File: src/hw/wiscPipe_params.svh
// Widths are fixed by the 16-bit WISC encoding; changing them breaks the field decode
`ifndef WISC_PIPE_PARAMS_SVH
`define WISC_PIPE_PARAMS_SVH

// Architectural register count
`define WISC_NUM_REGS 8

// Register index width, log2 of the register count
`define WISC_REG_IDX_W 3

// Register and datapath width
`define WISC_DATA_W 16

// Instruction word width
`define WISC_INST_W 16

// Opcode field width, top bits of the word
`define WISC_OPC_W 5

`endif

File: src/hw/wiscPipePkg.sv
// Only the ALU, immediate, LBI and SLBI opcodes decode; every other opcode maps to OTHER
`include "wiscPipe_params.svh"

package wiscPipePkg;

	// Meaningful widths
	typedef logic [`WISC_INST_W-1:0] instT;
	typedef logic [`WISC_REG_IDX_W-1:0] regIdxT;
	typedef logic [`WISC_DATA_W-1:0] dataT;

	// Major opcodes, encodings match inst[15:11]
	typedef enum logic [`WISC_OPC_W-1:0] {
		ALU_R = 5'b11011,
		ADDI  = 5'b01000,
		SUBI  = 5'b01001,
		XORI  = 5'b01010,
		ANDNI = 5'b01011,
		LBI   = 5'b11000,
		SLBI  = 5'b10010,
		OTHER = 5'b00000
	} opcodeE;

	// ALU functions; low four match the R-format function bits
	typedef enum logic [2:0] {
		ADD      = 3'd0,
		SUB      = 3'd1,
		XOR      = 3'd2,
		ANDN     = 3'd3,
		PASS_B   = 3'd4,
		SHIFT_OR = 3'd5
	} aluOpE;

	// Decode to execute
	typedef struct packed {
		logic   valid;
		aluOpE  aluOp;
		logic   writes;
		regIdxT dest;
		dataT   opA;
		dataT   opB;
	} exCtrlS;

	// Execute to result
	typedef struct packed {
		logic   valid;
		logic   writes;
		regIdxT dest;
		dataT   value;
	} wbCtrlS;

	// Retired register write, as seen at the result port
	typedef struct packed {
		regIdxT dest;
		dataT   value;
	} resultS;

	// Major opcode of a word, unsupported ones fold into OTHER
	function automatic opcodeE decodeOpcode(instT inst);
		case (inst[15:11])
			ALU_R, ADDI, SUBI, XORI, ANDNI, LBI, SLBI: return opcodeE'(inst[15:11]);
			default: return OTHER;
		endcase
	endfunction

endpackage

File: src/hw/decodeStage.sv
// Holds one word; unsupported opcodes leave as a non-writing slot and retire nothing
`timescale 1ns/1ps

`include "wiscPipe_params.svh"

module decodeStage import wiscPipePkg::*; (
	input  logic   clk,
	input  logic   rstN,
	input  logic   instValid,
	output logic   instReady,
	input  instT   inst,
	input  logic   advance,
	input  logic   stall,
	output instT   idInst,
	output logic   idValid,
	output regIdxT rdIdxA,
	output regIdxT rdIdxB,
	input  dataT   rdDataA,
	input  dataT   rdDataB,
	output exCtrlS exCtrl
);

	opcodeE opcode;
	logic   accept;
	logic   leave;

	// Word moves on only when the pipe runs and no hazard
	assign leave = idValid && advance && !stall;
	assign instReady = !idValid || leave;
	assign accept = instValid && instReady;

	always_ff @(posedge clk or negedge rstN) begin
		if (!rstN) begin
			idValid <= 1'b0;
		end else if (accept) begin
			idValid <= 1'b1;
		end else if (leave) begin
			idValid <= 1'b0;
		end
	end

	// Instruction word, loaded on accept
	always_ff @(posedge clk) begin
		if (accept) begin
			idInst <= inst;
		end
	end

	assign opcode = decodeOpcode(idInst);

	// Rs and Rt ports
	assign rdIdxA = idInst[10:8];
	assign rdIdxB = idInst[7:5];

	always_comb begin
		exCtrl = '0;
		// Bubble while stalled or empty
		exCtrl.valid = idValid && !stall;
		exCtrl.opA = rdDataA;
		case (opcode)
			ALU_R: begin
				// Function bits pick the operation
				exCtrl.aluOp = aluOpE'({1'b0, idInst[1:0]});
				exCtrl.writes = 1'b1;
				exCtrl.dest = idInst[4:2];
				exCtrl.opB = rdDataB;
			end
			ADDI, SUBI: begin
				exCtrl.aluOp = (opcode == ADDI) ? ADD : SUB;
				exCtrl.writes = 1'b1;
				exCtrl.dest = idInst[7:5];
				// Signed 5-bit immediate
				exCtrl.opB = {{(`WISC_DATA_W-5){idInst[4]}}, idInst[4:0]};
			end
			XORI, ANDNI: begin
				exCtrl.aluOp = (opcode == XORI) ? XOR : ANDN;
				exCtrl.writes = 1'b1;
				exCtrl.dest = idInst[7:5];
				// Logic immediates are unsigned
				exCtrl.opB = {{(`WISC_DATA_W-5){1'b0}}, idInst[4:0]};
			end
			LBI: begin
				exCtrl.aluOp = PASS_B;
				exCtrl.writes = 1'b1;
				exCtrl.dest = idInst[10:8];
				exCtrl.opB = {{(`WISC_DATA_W-8){idInst[7]}}, idInst[7:0]};
			end
			SLBI: begin
				exCtrl.aluOp = SHIFT_OR;
				exCtrl.writes = 1'b1;
				exCtrl.dest = idInst[10:8];
				exCtrl.opB = {{(`WISC_DATA_W-8){1'b0}}, idInst[7:0]};
			end
			default: begin
				// Consumed, no write
				exCtrl.writes = 1'b0;
			end
		endcase
	end

	// Source must hold the word until taken
	instHeld: assert property (@(posedge clk) disable iff (!rstN)
		instValid && !instReady |=> !instValid || $stable(inst))
		else $error("decodeStage: inst changed while waiting for instReady");

endmodule

File: src/hw/executeStage.sv
// Single-cycle ALU; operands arrive already read and extended from decode
`timescale 1ns/1ps

module executeStage import wiscPipePkg::*; (
	input  logic   clk,
	input  logic   rstN,
	input  logic   advance,
	input  exCtrlS exCtrl,
	output regIdxT exDest,
	output logic   exWrites,
	output wbCtrlS wbCtrl
);

	exCtrlS exReg;
	dataT   aluOut;

	// Frozen together with the rest of the pipe
	always_ff @(posedge clk or negedge rstN) begin
		if (!rstN) begin
			exReg <= '0;
		end else if (advance) begin
			exReg <= exCtrl;
		end
	end

	always_comb begin
		case (exReg.aluOp)
			ADD:      aluOut = exReg.opA + exReg.opB;
			// Rt minus Rs, and imm minus Rs
			SUB:      aluOut = exReg.opB - exReg.opA;
			XOR:      aluOut = exReg.opA ^ exReg.opB;
			ANDN:     aluOut = exReg.opA & ~exReg.opB;
			PASS_B:   aluOut = exReg.opB;
			// Old value moves to the high byte
			SHIFT_OR: aluOut = (exReg.opA << 8) | exReg.opB;
			default:  aluOut = exReg.opB;
		endcase
	end

	// Pending write seen by the hazard check
	assign exDest = exReg.dest;
	assign exWrites = exReg.valid && exReg.writes;

	assign wbCtrl.valid = exReg.valid;
	assign wbCtrl.writes = exReg.writes;
	assign wbCtrl.dest = exReg.dest;
	assign wbCtrl.value = aluOut;

endmodule

File: src/hw/hazardCheck.sv
// No forwarding; any read of a register still owned by execute or result stalls decode
`timescale 1ns/1ps

module hazardCheck import wiscPipePkg::*; (
	input  instT   inst,
	input  logic   instValid,
	input  regIdxT exDest,
	input  logic   exWrites,
	input  regIdxT wbDest,
	input  logic   wbWrites,
	output logic   stall
);

	opcodeE opcode;
	regIdxT srcA;
	regIdxT srcB;
	logic   readsA;
	logic   readsB;
	logic   hitA;
	logic   hitB;

	assign opcode = decodeOpcode(inst);

	// Source fields sit at fixed positions
	assign srcA = inst[10:8];
	assign srcB = inst[7:5];

	// Which source fields are actually read
	always_comb begin
		readsA = 1'b0;
		readsB = 1'b0;
		case (opcode)
			// Rs and Rt
			ALU_R: begin
				readsA = 1'b1;
				readsB = 1'b1;
			end
			// Rs only
			ADDI, SUBI, XORI, ANDNI: begin
				readsA = 1'b1;
			end
			// Old Rs value gets shifted up
			SLBI: begin
				readsA = 1'b1;
			end
			// LBI and unsupported words read nothing
			default: begin
				readsA = 1'b0;
				readsB = 1'b0;
			end
		endcase
	end

	// Match against older writers still in flight
	assign hitA = readsA &&
		((exWrites && (exDest == srcA)) || (wbWrites && (wbDest == srcA)));
	assign hitB = readsB &&
		((exWrites && (exDest == srcB)) || (wbWrites && (wbDest == srcB)));

	assign stall = instValid && (hitA || hitB);

endmodule

File: src/hw/regFile.sv
// Reads are combinational; a write is seen by a read only after the clock edge
`timescale 1ns/1ps

`include "wiscPipe_params.svh"

module regFile import wiscPipePkg::*; (
	input  logic   clk,
	input  logic   rstN,
	input  regIdxT rdIdxA,
	input  regIdxT rdIdxB,
	output dataT   rdDataA,
	output dataT   rdDataB,
	input  logic   wrEn,
	input  regIdxT wrIdx,
	input  dataT   wrData
);

	// Architectural registers
	dataT regs [`WISC_NUM_REGS];

	// Single write port
	always_ff @(posedge clk or negedge rstN) begin
		if (!rstN) begin
			for (int i = 0; i < `WISC_NUM_REGS; i++) begin
				regs[i] <= '0;
			end
		end else if (wrEn) begin
			regs[wrIdx] <= wrData;
		end
	end

	// Two read ports, no bypass
	assign rdDataA = regs[rdIdxA];
	assign rdDataB = regs[rdIdxB];

endmodule

File: src/hw/resultStage.sv
// Register write and result transfer share one edge; a stalled result freezes the pipe
`timescale 1ns/1ps

module resultStage import wiscPipePkg::*; (
	input  logic   clk,
	input  logic   rstN,
	input  wbCtrlS wbCtrl,
	output regIdxT wbDest,
	output logic   wbWrites,
	output logic   advance,
	output logic   wrEn,
	output regIdxT wrIdx,
	output dataT   wrData,
	output logic   resultValid,
	input  logic   resultReady,
	output resultS result
);

	wbCtrlS wbReg;

	always_ff @(posedge clk or negedge rstN) begin
		if (!rstN) begin
			wbReg <= '0;
		end else if (advance) begin
			wbReg <= wbCtrl;
		end
	end

	// Bubbles and non-writing slots retire silently
	assign resultValid = wbReg.valid && wbReg.writes;
	assign advance = !(resultValid && !resultReady);

	// Write lands on the transfer edge
	assign wrEn = resultValid && resultReady;
	assign wrIdx = wbReg.dest;
	assign wrData = wbReg.value;

	// Still checked until written
	assign wbDest = wbReg.dest;
	assign wbWrites = resultValid;

	assign result.dest = wbReg.dest;
	assign result.value = wbReg.value;

endmodule

File: src/hw/wiscPipe.sv
// In-order, no forwarding; dependent words wait in decode until the writer retires
`timescale 1ns/1ps

module wiscPipe import wiscPipePkg::*; (
	input  logic   clk,
	input  logic   rstN,
	input  logic   instValid,
	output logic   instReady,
	input  instT   inst,
	output logic   resultValid,
	input  logic   resultReady,
	output resultS result
);

	// Pipe control
	logic   advance;
	logic   stall;

	// Decode side
	instT   idInst;
	logic   idValid;
	regIdxT rdIdxA;
	regIdxT rdIdxB;
	dataT   rdDataA;
	dataT   rdDataB;
	exCtrlS exCtrl;

	// Writers in flight
	regIdxT exDest;
	logic   exWrites;
	wbCtrlS wbCtrl;
	regIdxT wbDest;
	logic   wbWrites;

	// Register write port
	logic   wrEn;
	regIdxT wrIdx;
	dataT   wrData;

	decodeStage uDecode (
		.clk(clk), .rstN(rstN),
		.instValid(instValid), .instReady(instReady), .inst(inst),
		.advance(advance), .stall(stall),
		.idInst(idInst), .idValid(idValid),
		.rdIdxA(rdIdxA), .rdIdxB(rdIdxB), .rdDataA(rdDataA), .rdDataB(rdDataB),
		.exCtrl(exCtrl)
	);

	hazardCheck uHazard (
		.inst(idInst), .instValid(idValid),
		.exDest(exDest), .exWrites(exWrites),
		.wbDest(wbDest), .wbWrites(wbWrites),
		.stall(stall)
	);

	regFile uRegs (
		.clk(clk), .rstN(rstN),
		.rdIdxA(rdIdxA), .rdIdxB(rdIdxB), .rdDataA(rdDataA), .rdDataB(rdDataB),
		.wrEn(wrEn), .wrIdx(wrIdx), .wrData(wrData)
	);

	executeStage uExecute (
		.clk(clk), .rstN(rstN), .advance(advance),
		.exCtrl(exCtrl), .exDest(exDest), .exWrites(exWrites), .wbCtrl(wbCtrl)
	);

	// Also the source of the freeze
	resultStage uResult (
		.clk(clk), .rstN(rstN), .wbCtrl(wbCtrl),
		.wbDest(wbDest), .wbWrites(wbWrites), .advance(advance),
		.wrEn(wrEn), .wrIdx(wrIdx), .wrData(wrData),
		.resultValid(resultValid), .resultReady(resultReady), .result(result)
	);

endmodule

File: config.mk
export PLATFORM = sky130hd
export DESIGN_NAME = wiscPipe
export DESIGN_NICKNAME = d
export VERILOG_FILES = /design/src/hw/wiscPipePkg.sv /design/src/hw/decodeStage.sv /design/src/hw/executeStage.sv /design/src/hw/hazardCheck.sv /design/src/hw/regFile.sv /design/src/hw/resultStage.sv /design/src/hw/wiscPipe.sv
export VERILOG_INCLUDE_DIRS = /design/src /design/src/hw
export SDC_FILE = /design/constraint.sdc
export NUM_CORES = 1
export LEC_CHECK = 0
export BUFFER_PORTS_ARGS = -buffer_cell sky130_fd_sc_hd__clkbuf_2
export CAP_MARGIN = 20
export CORE_MARGIN = 2
export CORE_UTILIZATION = 30
export CTS_CLUSTER_DIAMETER = 100
export DETAILED_ROUTE_END_ITERATION = 8
export GPL_TIMING_DRIVEN = 0
export PLACE_DENSITY = 0.53
export SLEW_MARGIN = 20
export SYNTH_ARGS = -nofsm -noshare
export SYNTH_HDL_FRONTEND = slang
export SYNTH_SLANG_ARGS = --single-unit
File: constraint.sdc
create_clock -name clk -period 3.2 [get_ports clk]
set_input_delay 0.64 -clock clk [delete_from_list [all_inputs] [get_ports clk]]
set_output_delay 0.64 -clock clk [all_outputs]
set_load 0.01 [all_outputs]
---- After elaboration in Yosys (flattened, before gate mapping) ----
Index checks and enable logic that the tools add are counted.
storage, ports and cells
  word-level logic and storage cells ...... 109
  flip-flop bits (word level) ............. 206
cells by class
  reductions and logical operators ........ 33
  order comparisons ....................... 4
  bitwise logic cells ..................... 7
  muxes and demuxes ....................... 21
  equal/unequal tests ..................... 22
  add/sub/neg operators ................... 2
operator list
  operator              number
  $pmux W16 S5          2
  $bwmux W128           1
  $bmux W16 S3          2
  $mux W16              5
  $demux W16 S3         1
  $eq A5 B4 Y1 const B  8
  $eq A5 B5 Y1 const B  6
  $add A16 B16 Y16      1
  $and A16 B16 Y16      1
  $logic_and A1 B1 Y1   16
  $not A16 Y16          1
  $or A16 B16 Y16       1
  $sub A16 B16 Y16      1
  $xor A16 B16 Y16      1
  $pmux W3 S5           1
  $reduce_or A7 Y1      2
  $eq A3 B3 Y1          4
  $ge A4 B4 Y1 const B  3
  $not A3 Y4            3
  $pmux W3 S3           1
  $mux W1               7
  $eq A3 B2 Y1 const B  2
  $reduce_or A2 Y1      3
  $reduce_or A6 Y1      1
  other kinds (9)       15

---- Logic depth before layout (Yosys ltp) ----
  word-level depth ........................ 14
  depth in mapped cells ................... 14
  gate-level depth less buffers ........... 13

---- Hierarchy ----
Synthesis repeated with hierarchy kept, for this count alone.
second synthesis, totals
  cells, all modules ...................... 1033
  area total of the unflattened synthesis .. 13132.6 sq um
by module, submodules not included
  module        times used  area each (sq um)  sequential area each (sq um)  cells each
  regFile       1           7000.5             3203.1                        393
  executeStage  1           3482.1             1001.0                        411
  decodeStage   1           1258.7             505.5                         112
  resultStage   1           1186.1             525.5                         89
  hazardCheck   1           205.2              0.0                           28

---- Worst setup path before layout ----
OpenSTA, ideal clock, no wires.
  kind .................................... register -> register
  from .................................... reg uExecute.exReg[38] (netlist name)
  to ...................................... reg uResult.wbReg (netlist bit uResult.wrData[14])
  required time ........................... 3076 ps
  stages on the path, launching flop included .. 14
  arrival ................................. 3077 ps
  slack ................................... -1 ps
  period minus slack after synthesis ...... 3201 ps
  path through ............................ dfrtp_1 -> clkbuf_1 -> nor2_1 -> and2_1 -> clkbuf_1 -> nor2_1 -> xnor2_1 -> ha_1 -> a211oi_2 -> o21ai_1 -> a2111o_1 -> a41oi_2 -> xor2_1 -> o21ai_1
between the ends
  word-level cells in the longest chain between the ends .. 2
  elaborated cells between the ends (all ways) .. 6
  classes of those cells .................. 4 x eq/ne; 1 x mux; 1 x reduce/logical
RTL lines
  what                                  line                source
  from (decl)                           executeStage.sv:14  exCtrlS exReg;
  from (signal assigned)                executeStage.sv:22  exReg <= exCtrl;
  $eq A3 B3 Y1 (tied with other cells)  executeStage.sv:27  case (exReg.aluOp)
  $pmux W16 S5 *                        executeStage.sv:27
  to (signal assigned)                  resultStage.sv:25   wbReg <= wbCtrl;
  to (decl)                             resultStage.sv:19   wbCtrlS wbReg;
Mark *: on every way between the ends. The rest lies on a longest branch, timed or not.
A chain may end at the register's enable or synchronous reset.

---- Final worst setup path ----
  from .................................... reg uExecute.exReg[23] (netlist name)
  to ...................................... reg uResult.wbReg (netlist bit uResult.wrData[15])
between the ends
  word-level cells in the longest chain between the ends .. 2
  elaborated cells between the ends (all ways) .. 4
  classes of those cells .................. 2 x add/sub; 1 x mux; 1 x bitwise
RTL lines
  what                                      line                source
  $sub A16 B16 Y16 (tied with other cells)  executeStage.sv:30  SUB: aluOut = exReg.opB - exReg.opA;
  $pmux W16 S5 *                            executeStage.sv:27
Marks and branches as above.

==> impl_metrics.json <==
{
  "finalClockSkew_ps": 20.2,
  "clkLatencyLatePin_ps": 540,
  "drtPass1Iterations": 4,
  "fin_crit_ps": 3100,
  "die_area_um2": 41200,
  "design_area_um2": 13800,
  "dp_slack_ps": -591,
  "viasPerCell": 5.20,
  "antenna_found_initial": 0,
  "synth-adder-area-share_pct": 3.54,
  "synth_ff_type": "dfrtp_1",
  "start_kind": "flip-flop",
  "nNetsFinal": 1125,
  "fillers": 3799,
  "ys_async_sr_fraction_pct": 92.2,
  "slowest_stage": "or4_4",
  "layout-drive-gt1-share_pct": 33.0,
  "wl_per_cell_um": 21.1,
  "status": "finished clean",
  "required_ps": 3650,
  "max_freq_mhz": 323,
  "syn_area_per_cell_um2": 11.8,
  "syn-num-nets": 1055,
  "grt_pass1_wl_um": 52200,
  "drcViolationCount": 0,
  "synth_top_family_by_area": "multiplexers",
  "synth_simple_gate_area_share_pct": 7.83,
  "io_pins": 41,
  "setup_ws_ps": 104,
  "grt_pass1_vias": 8385,
  "worstPathArrival_ps": 3550,
  "muxShareOfSynthArea_pct": 27.4,
  "instances_no_fill": 1610,
  "cts_root_buf": "clkbuf_16",
  "synthXorXnorAreaFrac_pct": 2.36,
  "maxCapViolations": 0,
  "synth-compound-area-share_pct": 10.2,
  "finalSetupViolations": 0,
  "port_buffers": 40,
  "die_x_um": 203,
  "grt_max_degree": 89,
  "worstPathMaxFanout": 8,
  "syn-cell-area_um2": 11900,
  "slowest_delay_ps": 590,
  "htreeDepth": 1,
  "hold_violations": 0,
  "place_inst": 1562,
  "endpoint_kind": "flip-flop",
  "start_util_pct": 30.6,
  "cts.sinks": 206,
  "path_clk_slew_ps": 60,
  "cts_tree": "built",
  "drtIter0Drc": 462,
  "holdWs_ps": 274,
  "post_dp_cell_area_um2": 12800,
  "final_util_pct": 35.6,
  "routed_wl_um": 34000,
  "synth_cells": 1002,
  "ir_drop_v": 0.000349,
  "diodes": 0,
  "crit_type": "flip-flop to flip-flop",
  "synth_edf_count": 16,
  "min_path_type": "input port to flip-flop",
  "place_hpwl_um": 24700,
  "synth_top_cell_area_share_pct": 40.1,
  "synth_area_leaders": "dfrtp_1, mux2_2, mux4_2",
  "netlist.top_cell.by_area": "dfrtp_1",
  "rows": 72,
  "powerDensity_nw_per_um2": 640,
  "clockBufferDepth": 3,
  "grt_overflow": 0,
  "cts-buffers-inserted": 26,
  "tightest_slew_ps": 912,
  "slew_violations": 0,
  "synth_warnings": 0,
  "p_leak_nw": 6.07,
  "synth_seq_area_share_pct": 44.1,
  "antenna_left": 0,
  "finalCritPeriodShare_pct": 96.7,
  "core_um2": 38800,
  "dr_total_vias": 8365,
  "slew_headroom_pct": 39.0,
  "ys_ff_latch": 206,
  "die_h_um": 203,
  "area_delta_synth_final_pct": 16.6,
  "total_power_mw": 8.85,
  "synth_cell_types": 68,
  "gp_congestion": 0.871,
  "grt_usage_pct": 16.5,
  "cp_cell_sequence": "or4_4 > nor2_1 > a21oi_1 > xnor2_1 > ha_1 > a2111o_1 > nor4_1 > o21ai_0 > and3_2 > o31ai_2",
  "fin_tns_setup_ps": 0
}
==> layout make-up <==
class                           count  area [µm²]  area share (%)
Tap cell                          518         648            4.68
Buffer                             81         445            3.22
Clock inverter                     12         138           0.995
Multi-Input combinational cell    683        6210            44.9
Timing Repair Buffer               44         282            2.03
Sequential cell                   206        5240            37.9
Inverter                           30         113           0.814
Clock buffer                       36         759            5.49
==> worst paths after layout <==
check	startpoint	to	slack, ps	cells after the start
min in group asynchronous	rstN	uResult.wrData[1]$_DFFE_PN0N_	520	2
max reg2reg	uExecute.exReg[23]$_DFFE_PN0N_	uResult.wrData[15]$_DFFE_PN0N_	100	10
min	inst[7]	uDecode.idInst[7]$_DFFE_PP_	270	1
max	uExecute.exReg[23]$_DFFE_PN0N_	uResult.wrData[15]$_DFFE_PN0N_	100	10
max in group asynchronous	rstN	uRegs.regs[41]$_DFFE_PN0P_	1560	4
min reg2reg	uExecute.wbCtrl[19]$_DFFE_PN0N_	uResult.wbReg[19]$_DFFE_PN0N_	490	1
==> registers in the layout, indices dropped and copies added, names as in the netlist <==
name / count
uDecode.idInst: 16
uResult.wbDest: 3
uExecute.exDest: 3
uResult.wrData: 16
uResult.wbReg: 2
uDecode.idValid: 1
uRegs.regs: 128
uExecute.exReg: 35
uExecute.wbCtrl: 2
==> where the power goes <==
group | switching (mW) | internal (mW)
logic | 1.22 | 1.18
clock network | 1.19 | 1.83
registers | 0.511 | 2.92
==> cell families (layout without fill, tap and decap cells) <==
logic type,Yosys count,after routing
buf+inv,113,203
xor+xnor,32,32
flops,206,206
compound gates,196,196
simple gates,193,193
mux,229,229
fa+ha+maj,33,33
==> repair_timing <==
item | in CTS | in global routing
resized for setup | 12 | 32
endpoints found under the hold margin | 17 | 0
cloned | 0 | 0
setup buffers | 1 | 0
pin swaps | 2 | 8
endpoints found under the setup margin | 13 | 8
hold buffers | 1 | 0
==> Yosys cell counts, types with 21 or more instances <==
cell type / count
ha_1: 32
nor2_1: 36
nand2_1: 80
mux2i_1: 36
inv_1: 29
a21oi_1: 48
o21ai_0: 74
clkbuf_1: 32
buf_2: 25
mux2_2: 128
buf_4: 21
dfrtp_1: 190
mux4_2: 64
==> cell usage in the layout, fill, tap and decap left out, drive strengths merged, types with 4 or more instances in the layout <==
cell type / synthesis / layout
a211oi: 12 / 12
a21o: 5 / 5
a21oi: 48 / 48
a22o: 12 / 12
a22oi: 4 / 4
a31oi: 5 / 5
and3: 7 / 7
buf: 51 / 53
clkbuf: 32 / 107
clkinv: 0 / 7
dfrtp: 190 / 190
edfxtp: 16 / 16
ha: 32 / 32
inv: 30 / 31
mux2: 129 / 129
mux2i: 36 / 36
mux4: 64 / 64
nand2: 80 / 80
nand2b: 10 / 10
nand3: 9 / 9
nor2: 36 / 36
nor2b: 9 / 9
nor3: 14 / 14
nor4: 6 / 6
o21ai: 77 / 77
o31ai: 4 / 4
xnor2: 16 / 16
xor2: 16 / 16
==> layer usage <==
metal  share of wire, %  routed length [µm]  GRT usage, %
met1                 47               16000          23.1
met2                 46               15700          26.7
met4                2.0                 687          3.99
met3                4.6                1570          2.97
met5                  0                   0             0
==> critical path: cells and delay by family (launching register included) <==
family                     cells  cell delay, ps
xor gates and xnor gates       1             140
adders and majority gates      1             370
AOI/OAI and AO/OA              4             890
DFF                            1             500
and+or+nand+nor                4            1100
No activity file was read; power rests on OpenSTA's default activity.
